`config.mk`:
```
export PLATFORM = sky130hd
export DESIGN_NAME = exec_cluster
export DESIGN_NICKNAME = d
export VERILOG_FILES = /design/src/logic/exec_pkg.sv /design/src/logic/alu_pipe.sv /design/src/logic/commit_unit.sv /design/src/logic/exec_cluster.sv /design/src/logic/exec_csr_apb.sv /design/src/logic/issue_router.sv /design/src/logic/muldiv_pipe.sv
export SDC_FILE = /design/constraint.sdc
export NUM_CORES = 2
export LEC_CHECK = 0
export BUFFER_PORTS_ARGS = -buffer_cell sky130_fd_sc_hd__buf_4
export CAP_MARGIN = 5
export CORE_MARGIN = 5
export CORE_UTILIZATION = 60
export CTS_BUF_LIST = sky130_fd_sc_hd__clkbuf_4
export CTS_CLUSTER_DIAMETER = 150
export CTS_CLUSTER_SIZE = 12
export DETAILED_ROUTE_END_ITERATION = 10
export PLACE_DENSITY = 0.77
export SETUP_SLACK_MARGIN = 0.3
export SKIP_CTS_REPAIR_TIMING = 1
export SYNTH_ARGS = -nofsm -noshare
export SYNTH_HDL_FRONTEND = slang
export SYNTH_HIERARCHICAL = 1
export SYNTH_SLANG_ARGS = --single-unit
```
`constraint.sdc`:
```
create_clock -name clk -period 5.3 [get_ports clk]
set_clock_uncertainty 0.15 [all_clocks]
set_input_delay 1.06 -clock clk [delete_from_list [all_inputs] [get_ports clk]]
set_output_delay 1.06 -clock clk [all_outputs]
set_load 0.005 [all_outputs]
```
`src/logic/exec_pkg.sv`:
```
// Shared definitions for the execute cluster.
// Widths, the opcode set, the packed payloads that travel between the
// router, the two pipes and the commit unit, and the pipe-class function.
// Referenced everywhere with exec_pkg:: scoped names.

package exec_pkg;

  // ------------------------------
  // Widths
  // ------------------------------

  localparam int xlen          = 32;
  localparam int seq_bits      = 3;
  localparam int rob_depth     = 2 ** seq_bits; // One slot per sequence number
  localparam int reg_addr_bits = 5;
  localparam int apb_addr_bits = 4;

  // Register map
  localparam logic [apb_addr_bits-1:0] reg_ctrl_addr       = 4'h0;
  localparam logic [apb_addr_bits-1:0] reg_commit_cnt_addr = 4'h4;

  // ------------------------------
  // Opcodes
  // ------------------------------

  typedef enum logic [3:0] {
    op_add,
    op_sub,
    op_and,
    op_or,
    op_xor,
    op_slt,
    op_sltu,
    op_sll,
    op_srl,
    op_sra,
    op_mul,   // Low half of product
    op_mulhu, // High half, unsigned
    op_divu,
    op_remu
  } opcode_t;

  // ------------------------------
  // Payloads
  // ------------------------------

  typedef struct packed {
    opcode_t                  opcode;
    logic [xlen-1:0]          a;
    logic [xlen-1:0]          b;
    logic [reg_addr_bits-1:0] waddr;
  } issue_op_t;

  typedef struct packed {
    issue_op_t           op;
    logic [seq_bits-1:0] seq; // Program order tag
  } pipe_op_t;

  typedef struct packed {
    logic [seq_bits-1:0]      seq;
    logic [reg_addr_bits-1:0] waddr;
    logic [xlen-1:0]          wdata;
  } wb_t;

  typedef struct packed {
    logic [seq_bits-1:0]      seq;
    logic [reg_addr_bits-1:0] waddr;
    logic [xlen-1:0]          wdata;
  } commit_t;

  // Steering rule, multiply/divide pipe or ALU
  function automatic logic is_muldiv(opcode_t opc);
    return opc inside {op_mul, op_mulhu, op_divu, op_remu};
  endfunction

endpackage

```
`src/logic/alu_pipe.sv`:
```
// Single-cycle integer ALU pipe.
// Result is computed combinationally and registered together with its
// sequence number and destination, so the writeback follows accept by one cycle.

`timescale 1ns/1ps

module alu_pipe (
  input  logic               clk,
  input  logic               rst,

  input  logic               op_val,
  input  exec_pkg::pipe_op_t op,

  output logic               wb_val,
  output exec_pkg::wb_t      wb
);

  logic [exec_pkg::xlen-1:0] a;
  logic [exec_pkg::xlen-1:0] b;
  logic [4:0]                shamt;
  logic [exec_pkg::xlen-1:0] result;

  assign a     = op.op.a;
  assign b     = op.op.b;
  assign shamt = b[4:0]; // Low 5 bits only

  always_comb begin
    case (op.op.opcode)
      exec_pkg::op_add:  result = a + b;
      exec_pkg::op_sub:  result = a - b;
      exec_pkg::op_and:  result = a & b;
      exec_pkg::op_or:   result = a | b;
      exec_pkg::op_xor:  result = a ^ b;
      exec_pkg::op_slt:  result = {{(exec_pkg::xlen-1){1'b0}}, $signed(a) < $signed(b)};
      exec_pkg::op_sltu: result = {{(exec_pkg::xlen-1){1'b0}}, a < b};
      exec_pkg::op_sll:  result = a << shamt;
      exec_pkg::op_srl:  result = a >> shamt;
      exec_pkg::op_sra:  result = $signed(a) >>> shamt;
      default:           result = '0; // Multiply/divide never steered here
    endcase
  end

  // ------------------------------
  // Writeback register
  // ------------------------------

  always_ff @(posedge clk) begin
    if (rst) begin
      wb_val <= 1'b0;
    end else begin
      wb_val <= op_val;
    end
  end

  always_ff @(posedge clk) begin
    if (op_val) begin
      wb.seq   <= op.seq;
      wb.waddr <= op.op.waddr;
      wb.wdata <= result;
    end
  end

endmodule

```
`src/logic/commit_unit.sv`:
```
// Reorder buffer and in-order commit.
// Writebacks from both pipes land in the slot given by their sequence
// number. The head slot is committed one per cycle once it is done.

`timescale 1ns/1ps

module commit_unit (
  input  logic                          clk,
  input  logic                          rst,

  input  logic                          alu_wb_val,
  input  exec_pkg::wb_t                 alu_wb,
  input  logic                          md_wb_val,
  input  exec_pkg::wb_t                 md_wb,

  output logic [exec_pkg::seq_bits-1:0] commit_head,
  output logic                          commit_val,
  output exec_pkg::commit_t             commit
);

  logic [exec_pkg::rob_depth-1:0]     done_q;
  logic [exec_pkg::reg_addr_bits-1:0] waddr_q [exec_pkg::rob_depth];
  logic [exec_pkg::xlen-1:0]          wdata_q [exec_pkg::rob_depth];
  logic [exec_pkg::seq_bits-1:0]      head_q;
  logic                               head_done;

  assign head_done   = done_q[head_q];
  assign commit_head = head_q;

  // ------------------------------
  // Done bits and head pointer
  // ------------------------------

  always_ff @(posedge clk) begin
    if (rst) begin
      done_q     <= '0;
      head_q     <= '0;
      commit_val <= 1'b0;
    end else begin
      commit_val <= head_done;
      if (head_done) begin
        done_q[head_q] <= 1'b0; // Slot free again
        head_q         <= head_q + 1'b1;
      end
      if (alu_wb_val) begin
        done_q[alu_wb.seq] <= 1'b1;
      end
      if (md_wb_val) begin
        done_q[md_wb.seq] <= 1'b1;
      end
    end
  end

  // ------------------------------
  // Entry storage
  // ------------------------------

  always_ff @(posedge clk) begin
    if (alu_wb_val) begin
      waddr_q[alu_wb.seq] <= alu_wb.waddr;
      wdata_q[alu_wb.seq] <= alu_wb.wdata;
    end
    if (md_wb_val) begin
      waddr_q[md_wb.seq] <= md_wb.waddr;
      wdata_q[md_wb.seq] <= md_wb.wdata;
    end
    if (head_done) begin
      commit.seq   <= head_q;
      commit.waddr <= waddr_q[head_q];
      commit.wdata <= wdata_q[head_q];
    end
  end

  // A slot is written back once per issue
  alu_wb_slot_free: assert property (
    @(posedge clk) disable iff (rst) alu_wb_val |-> !done_q[alu_wb.seq]
  );

  md_wb_slot_free: assert property (
    @(posedge clk) disable iff (rst) md_wb_val |-> !done_q[md_wb.seq]
  );

endmodule

```
`src/logic/exec_cluster.sv`:
```
// Execute cluster top level.
// Router feeds the ALU and multiply/divide pipes, the commit unit puts
// results back in program order, and the APB block gates issue.

`timescale 1ns/1ps

module exec_cluster (
  input  logic                               clk,
  input  logic                               rst,

  input  logic                               issue_val,
  input  exec_pkg::issue_op_t                issue_op,
  output logic                               issue_rdy,

  input  logic                               psel,
  input  logic                               penable,
  input  logic                               pwrite,
  input  logic [exec_pkg::apb_addr_bits-1:0] paddr,
  input  logic [exec_pkg::xlen-1:0]          pwdata,
  output logic [exec_pkg::xlen-1:0]          prdata,
  output logic                               pready,
  output logic                               pslverr,

  output logic                               commit_val,
  output exec_pkg::commit_t                  commit
);

  logic                          issue_en;
  logic                          md_busy;
  logic [exec_pkg::seq_bits-1:0] commit_head;
  logic                          alu_val;
  exec_pkg::pipe_op_t            alu_op;
  logic                          md_val;
  exec_pkg::pipe_op_t            md_op;
  logic                          alu_wb_val;
  exec_pkg::wb_t                 alu_wb;
  logic                          md_wb_val;
  exec_pkg::wb_t                 md_wb;

  // ------------------------------
  // Issue and execute
  // ------------------------------

  issue_router router_i (
    .clk, .rst,
    .issue_val, .issue_op, .issue_rdy,
    .issue_en, .md_busy, .commit_head,
    .alu_val, .alu_op,
    .md_val, .md_op
  );

  alu_pipe alu_i (
    .clk, .rst,
    .op_val (alu_val),
    .op     (alu_op),
    .wb_val (alu_wb_val),
    .wb     (alu_wb)
  );

  muldiv_pipe md_i (
    .clk, .rst,
    .op_val (md_val),
    .op     (md_op),
    .busy   (md_busy),
    .wb_val (md_wb_val),
    .wb     (md_wb)
  );

  // ------------------------------
  // Commit and registers
  // ------------------------------

  commit_unit commit_i (
    .clk, .rst,
    .alu_wb_val, .alu_wb,
    .md_wb_val, .md_wb,
    .commit_head,
    .commit_val, .commit
  );

  exec_csr_apb csr_i (
    .clk, .rst,
    .psel, .penable, .pwrite, .paddr, .pwdata,
    .prdata, .pready, .pslverr,
    .commit_val,
    .issue_en
  );

endmodule

```
`src/logic/exec_csr_apb.sv`:
```
// APB register block of the execute cluster.
// CTRL bit 0 enables issue. COMMIT_CNT counts committed operations and
// is read only. Unmapped accesses and writes to COMMIT_CNT get pslverr.

`timescale 1ns/1ps

module exec_csr_apb (
  input  logic                               clk,
  input  logic                               rst,

  input  logic                               psel,
  input  logic                               penable,
  input  logic                               pwrite,
  input  logic [exec_pkg::apb_addr_bits-1:0] paddr,
  input  logic [exec_pkg::xlen-1:0]          pwdata,
  output logic [exec_pkg::xlen-1:0]          prdata,
  output logic                               pready,
  output logic                               pslverr,

  input  logic                               commit_val,
  output logic                               issue_en
);

  logic                      sel_ctrl;
  logic                      sel_cnt;
  logic                      bad_access;
  logic                      setup;
  logic                      access;
  logic [exec_pkg::xlen-1:0] commit_cnt_q;

  assign sel_ctrl   = (paddr == exec_pkg::reg_ctrl_addr);
  assign sel_cnt    = (paddr == exec_pkg::reg_commit_cnt_addr);
  assign bad_access = !(sel_ctrl || sel_cnt) || (pwrite && sel_cnt);

  assign setup  = psel && !penable;
  assign access = psel && penable;

  assign pready = 1'b1; // No wait states

  always_comb begin
    prdata = '0;
    if (sel_ctrl) begin
      prdata[0] = issue_en;
    end else if (sel_cnt) begin
      prdata = commit_cnt_q;
    end
  end

  // ------------------------------
  // Registers
  // ------------------------------

  always_ff @(posedge clk) begin
    if (rst) begin
      issue_en     <= 1'b0;
      commit_cnt_q <= '0;
      pslverr      <= 1'b0;
    end else begin
      pslverr <= setup && bad_access; // Valid in the access phase
      if (access && pwrite && sel_ctrl) begin
        issue_en <= pwdata[0];
      end
      if (commit_val) begin
        commit_cnt_q <= commit_cnt_q + 1'b1;
      end
    end
  end

endmodule

```
`src/logic/issue_router.sv`:
```
// Issue router of the execute cluster.
// Tags each accepted operation with a sequence number, keeps the number
// of operations in flight, and steers to the ALU or multiply/divide pipe.

`timescale 1ns/1ps

module issue_router (
  input  logic                             clk,
  input  logic                             rst,

  input  logic                             issue_val,
  input  exec_pkg::issue_op_t              issue_op,
  output logic                             issue_rdy,

  input  logic                             issue_en,
  input  logic                             md_busy,
  input  logic [exec_pkg::seq_bits-1:0]    commit_head,

  output logic                             alu_val,
  output exec_pkg::pipe_op_t               alu_op,
  output logic                             md_val,
  output exec_pkg::pipe_op_t               md_op
);

  logic [exec_pkg::seq_bits-1:0] tail_q;
  logic [exec_pkg::seq_bits-1:0] head_seen_q; // Last commit_head observed
  logic [exec_pkg::seq_bits:0]   count_q;     // 0 .. rob_depth
  logic [exec_pkg::seq_bits:0]   count_nxt;
  logic                          to_md;
  logic                          accept;
  logic                          freed;
  exec_pkg::pipe_op_t            tagged_op;

  // ------------------------------
  // Handshake
  // ------------------------------

  assign to_md     = exec_pkg::is_muldiv(issue_op.opcode);
  assign issue_rdy = issue_en && (count_q != exec_pkg::rob_depth) && !(to_md && md_busy);
  assign accept    = issue_val && issue_rdy;

  assign tagged_op.op  = issue_op;
  assign tagged_op.seq = tail_q;

  assign alu_val = accept && !to_md;
  assign alu_op  = tagged_op;
  assign md_val  = accept && to_md;
  assign md_op   = tagged_op;

  // ------------------------------
  // Occupancy
  // ------------------------------

  // Head moves by one per commit at most
  assign freed = (commit_head != head_seen_q);

  always_comb begin
    count_nxt = count_q;
    if (accept && !freed) begin
      count_nxt = count_q + 1'b1;
    end else if (!accept && freed) begin
      count_nxt = count_q - 1'b1;
    end
  end

  always_ff @(posedge clk) begin
    if (rst) begin
      tail_q      <= '0;
      head_seen_q <= '0;
      count_q     <= '0;
    end else begin
      head_seen_q <= commit_head;
      count_q     <= count_nxt;
      if (accept) begin
        tail_q <= tail_q + 1'b1; // Wraps with the ROB
      end
    end
  end

  // Tail on the oldest live slot means the ROB is full, a new tag would alias
  no_accept_when_full: assert property (
    @(posedge clk) disable iff (rst)
    accept |-> (tail_q != head_seen_q) || (count_q == '0)
  );

endmodule

```
`src/logic/muldiv_pipe.sv`:
```
// Iterative multiply/divide pipe, one operation at a time.
// Shift-add multiply and restoring divide share the hi/lo register pair.
// One load cycle, 32 iteration cycles, then a writeback cycle.

`timescale 1ns/1ps

module muldiv_pipe (
  input  logic               clk,
  input  logic               rst,

  input  logic               op_val,
  input  exec_pkg::pipe_op_t op,
  output logic               busy,

  output logic               wb_val,
  output exec_pkg::wb_t      wb
);

  typedef enum logic [1:0] {
    idle,
    run,
    done
  } state_t;

  state_t                            state_q;
  logic [$clog2(exec_pkg::xlen)-1:0] iter_q;
  exec_pkg::pipe_op_t                op_q;      // Held for the whole operation
  logic [exec_pkg::xlen-1:0]         hi_q;      // Product high / remainder
  logic [exec_pkg::xlen-1:0]         lo_q;      // Product low / quotient
  logic                              ld_div;
  logic                              is_div;
  logic                              b_zero;
  logic [exec_pkg::xlen:0]           mul_sum;
  logic [exec_pkg::xlen:0]           div_shift;
  logic [exec_pkg::xlen:0]           div_diff;
  logic                              div_fits;
  logic [exec_pkg::xlen-1:0]         result;

  assign ld_div = op.op.opcode inside {exec_pkg::op_divu, exec_pkg::op_remu};
  assign is_div = op_q.op.opcode inside {exec_pkg::op_divu, exec_pkg::op_remu};
  assign b_zero = (op_q.op.b == '0);

  // ------------------------------
  // Iteration step
  // ------------------------------

  // Add multiplicand into upper half when the low bit is set
  assign mul_sum   = {1'b0, hi_q} + (lo_q[0] ? {1'b0, op_q.op.a} : '0);
  assign div_shift = {hi_q, lo_q[exec_pkg::xlen-1]};
  assign div_diff  = div_shift - {1'b0, op_q.op.b};
  assign div_fits  = (div_shift >= {1'b0, op_q.op.b});

  always_ff @(posedge clk) begin
    if (rst) begin
      state_q <= idle;
      iter_q  <= '0;
    end else begin
      case (state_q)
        idle: begin
          iter_q <= '0;
          if (op_val) begin
            state_q <= run;
          end
        end
        run: begin
          iter_q <= iter_q + 1'b1;
          if (&iter_q) begin
            state_q <= done; // Last of 32 steps
          end
        end
        default: state_q <= idle;
      endcase
    end
  end

  always_ff @(posedge clk) begin
    if (state_q == idle && op_val) begin
      op_q <= op;
      hi_q <= '0;
      lo_q <= ld_div ? op.op.a : op.op.b; // Dividend or multiplier
    end else if (state_q == run) begin
      if (is_div) begin
        hi_q <= div_fits ? div_diff[exec_pkg::xlen-1:0] : div_shift[exec_pkg::xlen-1:0];
        lo_q <= {lo_q[exec_pkg::xlen-2:0], div_fits};
      end else begin
        hi_q <= mul_sum[exec_pkg::xlen:1];
        lo_q <= {mul_sum[0], lo_q[exec_pkg::xlen-1:1]};
      end
    end
  end

  // ------------------------------
  // Result select
  // ------------------------------

  // RISC-V divide-by-zero values
  always_comb begin
    case (op_q.op.opcode)
      exec_pkg::op_mul:   result = lo_q;
      exec_pkg::op_mulhu: result = hi_q;
      exec_pkg::op_divu:  result = b_zero ? '1 : lo_q;
      exec_pkg::op_remu:  result = b_zero ? op_q.op.a : hi_q;
      default:            result = '0;
    endcase
  end

  assign busy     = (state_q != idle);
  assign wb_val   = (state_q == done);
  assign wb.seq   = op_q.seq;
  assign wb.waddr = op_q.op.waddr;
  assign wb.wdata = result;

  // Router must hold multiply/divide issue while an operation runs
  no_issue_while_busy: assert property (
    @(posedge clk) disable iff (rst) busy |-> !op_val
  );

endmodule

```
# == Word level (Yosys, flattened, before mapping) ==
# Memories as Yosys holds them, arrays and structs flattened. A register that Yosys moved wholly into a read port is not among the register bits.
# Cells that the tools add are included.
# op_classes
reduce_logical,39
muxes,37
bitwise,7
add_sub_neg,10
n_eq_ne,24
magnitude_cmp,9
shifts,3
# op_table
cell,n
$mux 32,10
$pmux 32 s10,1
$pmux 32 s4,1
$lt 32x32->1,2
$sub 32x32->32,2
$eq 4x4->1 const B,10
$mux 8,5
$add 32x32->33,1
$ge 33x32->1,1
$add 32x1->32 const B,1
$add 32x32->32,1
$and 32x32->32,1
$logic_not 32->1,1
$or 32x32->32,1
$shl 32x5->32,1
$shr 32x5->32,1
$sshr 32x5->32,1
$xor 32x32->32,1
$mux 31,1
$eq 4x3->1 const B,5
$logic_and 1x1->1,18
$or 8x8->8,2
$lt 3x4->1 const B,3
$reduce_bool 2->1,6
28 further kinds,52
# word_totals
mem_bits_rw,296
elab_cells,154
reg_bits,247
output_inout_bits,76
memories,2
# mem_list
name,words,word_bits,rd,rd_ports_with_merged_regs,wr,line,text
commit_i.wdata_q,8,32,1,1,2,commit_unit.sv:23,logic [exec_pkg::xlen-1:0] wdata_q [exec_pkg::rob_depth];
commit_i.waddr_q,8,5,1,1,2,commit_unit.sv:22,logic [exec_pkg::reg_addr_bits-1:0] waddr_q [exec_pkg::rob_depth];

# == Depth between registers and ports, before layout ==
# depth
word_depth,13
depth_mapped,16
ltp_nobuf,13

# == Modules after synthesis ==
# Netlist, hierarchy kept.
# by_module_without_submodules
mod,area_each_um2,n_inst,cells_each
commit_unit,16503.3,1,966
muldiv_pipe,10986.8,1,1310
alu_pipe,9531.6,1,1278
exec_csr_apb,1775.5,1,215
issue_router,1697.9,1,210

# == Worst setup path before layout ==
# OpenSTA, ideal clock, no wires.
# synth_timing
kind,input-to-reg
from,input port issue_op[8] in the netlist's numbering
to,"register alu_i/wb[31] in the netlist's numbering, data pin"
setup_slack_ps,516
arrival_ps,4358
path_buffers,5
t_required_ps,4874
path_stages,16
path_cell_list,buf_4 > clkbuf_1 > inv_1 > buf_1 > buf_1 > ha_1 > clkbuf_1 > o21ai_0 > nor4_1 > o41ai_1 > o221ai_1 > a21oi_1 > o21ai_1 > a21oi_1 > mux2i_1 > nand3_1
# synth_between
elab_chain_cells,2
word_cells_on_any_way,6
classes_between,add/sub: 2; shift: 3; mux: 1
# synth_lines
item,line,text
from (decl),exec_cluster.sv:12,"input exec_pkg::issue_op_t issue_op,"
"$sub 32x32->32, or another cell as far along",alu_pipe.sv:30,exec_pkg::op_sub: result = a - b;
$pmux 32 s10 *,alu_pipe.sv:28,case (op.op.opcode)
"via alu_i.result, one bit",alu_pipe.sv:21,logic [exec_pkg::xlen-1:0] result;
to (decl),alu_pipe.sv:15,output exec_pkg::wb_t wb
# Mark *: on every way through the listed nets, which the timed path passes. The rest lies on a longest branch.
# A chain may end at the register's enable or synchronous reset.

# == Worst setup path after layout ==
# layout_timing
from,register md_i/lo_q[0] in the netlist's numbering
to,register md_i/hi_q[30] in the netlist's numbering
# layout_between
elab_chain_cells,3
# layout_lines
item,line,text
from (decl),muldiv_pipe.sv:29,logic [exec_pkg::xlen-1:0] lo_q;
from (signal assigned),muldiv_pipe.sv:80,lo_q <= ld_div ? op.op.a : op.op.b;
from (signal assigned),muldiv_pipe.sv:84,"lo_q <= {lo_q[exec_pkg::xlen-2:0], div_fits};"
from (signal assigned),muldiv_pipe.sv:87,"lo_q <= {mul_sum[0], lo_q[exec_pkg::xlen-1:1]};"
$mux 32,muldiv_pipe.sv:48,"assign mul_sum = {1'b0, hi_q} + (lo_q[0] ? {1'b0, op_q.op.a} : '0);"
$add 32x32->33,muldiv_pipe.sv:48,
$mux 32,muldiv_pipe.sv:82,if (is_div) begin
to (signal assigned),muldiv_pipe.sv:83,hi_q <= div_fits ? div_diff[exec_pkg::xlen-1:0] : div_shift[exec_pkg::xlen-1:0];
to (signal assigned),muldiv_pipe.sv:86,hi_q <= mul_sum[exec_pkg::xlen:1];
to (decl),muldiv_pipe.sv:28,logic [exec_pkg::xlen-1:0] hi_q;
# No other way between the ends.

==> impl_metrics.ini <==
[worst_hold_path]
hold_path_startpoint = issue_op[1]
hp-class = in2reg

[finish]
final.fill_count = 5528
fin_area_um2 = 41800
mostFrequentLayoutCell = edfxtp_1
final_cell_count_no_fill = 4764
postLayoutCoreUtil_pct = 62.3
syn2layout_area_growth_pct = 3.13
layout_common_cells = edfxtp_1 (484), nand2_1 (432), mux2_2 (300), nor2_1 (260), a21oi_1 (240)
drive_gt1_share_pct = 20.7
nets = 4138

[timing]
finalCritPeriodShare_pct = 78.6
holdWs_ns = 0.223
worst_slack_ns = 1.13
rsz0062_at_grt = no
setup-tns-final_ns = 0
period_minus_slack_ns = 4.17
fmax_mhz = 240
finalHoldViolCount = 0
worstMarginPinSlew_ns = 1.17
finalSetupViolations = 0
slew_viol_final = 0
slew_headroom_pct = 22.1

[logic_synthesis]
synth.distinct_cells = 99
muxShareOfSynthArea_pct = 16.9
syn_area_um2 = 40500
ys.flop_type = edfxtp_1
yosys.area_share.simple_pct = 13.5
synth-seq-cells = 580
synthXorXnorAreaFrac_pct = 2.31
synth-edff-count = 484
synthCells = 3979
yosysWarningCount = 6
synthAdderAreaFrac_pct = 5.47
yosysSeqAreaShare_pct = 40.6
synth_compound_area_share_pct = 13.7
synthArstFlopShare_pct = 0
synth_top_family_by_area = multiplexers
synth_area_per_cell_um2 = 10.2
syn-num-nets = 4268

[power]
peakVddDrop_v = 0.000137
power.total_mw = 9.05
p_per_area_nw_per_um2 = 217
p_leak_nw = 15.7

[critical_path]
cp_max_fo = 23
worstPathRequired_ns = 5.93
cp-end-kind = flop
r2r_start = md_i/lo_q[0]$_DFFE_PP_
cp.arrival_ns = 4.80
worstSetupStartpointType = flop
crit_type = reg2reg
critPathLaunch = md_i/lo_q[0]$_DFFE_PP_

[grt]
track_usage_pct = 33.2
grt_busiest_layer = met2
gr-usage-met3_pct = 6.98
met1_usage_pct = 46.8
grt_pass1_wl_um = 188000
grt_antenna_before_repair = 14
grt_pass1_vias = 30500
grt_use_met2_pct = 50.7
grt_max_degree = 114
gr-total-overflow = 0

[job]
maxCapViolations = 0

[clock_tree]
clockRootBuffer = clkbuf_4
clk_path_buf_depth = 3
cts_inserted_buffers = 54
h-tree-depth = 2
cts_sinks = 580
clk_pin_slew_ns = 0.15
cts_tree = yes
clk_latency_ns = 0.87

[routing]
firstDrtPassIters = 7
vias = 32300
drt_wl_total_um = 126000
viasPerCell = 6.78
routedWlPerCell_um = 26.4
drcViolationCount = 0
antenna_left = 0
drt_first_iter_violations = 4350

[placed_design]
io_buffer_count = 158
dp_cells = 4666
dp_hpwl_um = 88000
dpl-instance-area_um2 = 41100
place_congestion = 1.02
place_ws_ns = 0.660

[die]
fp.dieH_um = 270
die_w_um = 270
die_area_um2 = 72800
fp-row-count = 95
initial_core_util_pct = 60.4
core_area_um2 = 67000
num_io_pins = 191

[status]
outcome = complete, no violations
==> state kept, by name, indices dropped and copies added, names as in the netlist, 4 cells and up <==
name	cells
commit_i/wdata_q	256
md_i/hi_q	32
alu_i/wb	40
commit_i/done_q	8
md_i/iter_q	5
md_i/wb	8
commit_i/waddr_q	40
router_i/count_q	4
md_i/op_q	68
csr_i/commit_cnt_q	32
commit_i/commit	40
md_i/lo_q	32
==> worst max-delay path, stage by stage, from the launching register on <==
cell	delay, ns
edfxtp_1	0.56
buf_4	0.27
and2_1	0.16
ha_1	0.23
a211o_1	0.30
a211oi_1	0.21
buf_4	0.16
nor4_1	0.10
o31ai_1	0.59
o21ai_0	0.37
a311oi_1	0.55
xnor2_1	0.18
nor2_1	0.07
a211oi_2	0.20
==> final timing paths <==
| path | cells past startpoint | end | slack (ns) |
|---|---|---|---|
| setup / recovery | 13 | md_i/hi_q[30]$_SDFFE_PP0P_ | 1.13 |
| hold / removal | 1 | md_i/wb[33]$_DFFE_PP_ | 0.22 |
| setup reg to reg | 13 | md_i/hi_q[30]$_SDFFE_PP0P_ | 1.13 |
| hold reg to reg | 2 | commit_i/done_q[1]$_SDFF_PP0_ | 0.34 |
==> Yosys cell counts, types with 29 or more instances <==
cell / instances / area (um2)
nor4_1: 30 / 188
ha_1: 169 / 2110
dfxtp_1: 96 / 1920
nand4_1: 37 / 231
o31ai_1: 29 / 218
mux4_2: 119 / 2680
buf_2: 48 / 240
xnor2_1: 52 / 455
nand2_1: 438 / 1640
inv_1: 180 / 676
xor2_1: 55 / 482
nand3_1: 72 / 360
and2_1: 48 / 300
nor2b_1: 38 / 238
o21ai_1: 29 / 145
nor2_1: 264 / 991
and3_1: 77 / 482
mux2_2: 300 / 3380
a31oi_1: 55 / 344
clkbuf_1: 167 / 627
a21o_1: 31 / 233
a221o_1: 33 / 330
a211oi_1: 39 / 293
edfxtp_1: 484 / 14500
o21ai_0: 176 / 881
nor3_1: 55 / 275
o211ai_1: 43 / 323
mux2i_1: 65 / 651
buf_4: 173 / 1300
a21oi_1: 240 / 1200
==> metal layers <==
metal  vias up  wire length, um
li1      14400                -
met1     15600            48800
met2      2069            55300
met3       297            15400
met4         2             6090
met5         -               13
==> power breakdown <==
part / internal [mW] / switching [mW]
Combinational: 0.692 / 1.19
Clock: 0.724 / 1.44
Sequential: 4.92 / 0.0850
==> cells by family after synthesis <==
logic type,Yosys count
compound gates,861
other cells,1
mux,495
xor+xnor,107
flops,580
buf+inv,600
simple gates,1161
fa+ha+maj,174
==> layout make-up <==
| cell class | instances | area, um2 | share of cell area [%] |
|---|---|---|---|
| Clock inverter | 3 | 26.3 | 0.0629 |
| Multi-Input combinational cell | 2799 | 21100 | 50.5 |
| Clock buffer | 85 | 638 | 1.53 |
| Timing Repair Buffer | 228 | 1720 | 4.13 |
| Antenna cell | 10 | 25.0 | 0.0599 |
| Sequential cell | 580 | 16500 | 39.4 |
| Tap cell | 873 | 1090 | 2.62 |
| Inverter | 186 | 701 | 1.68 |
Note: power is estimated with default switching activity, not from simulation.
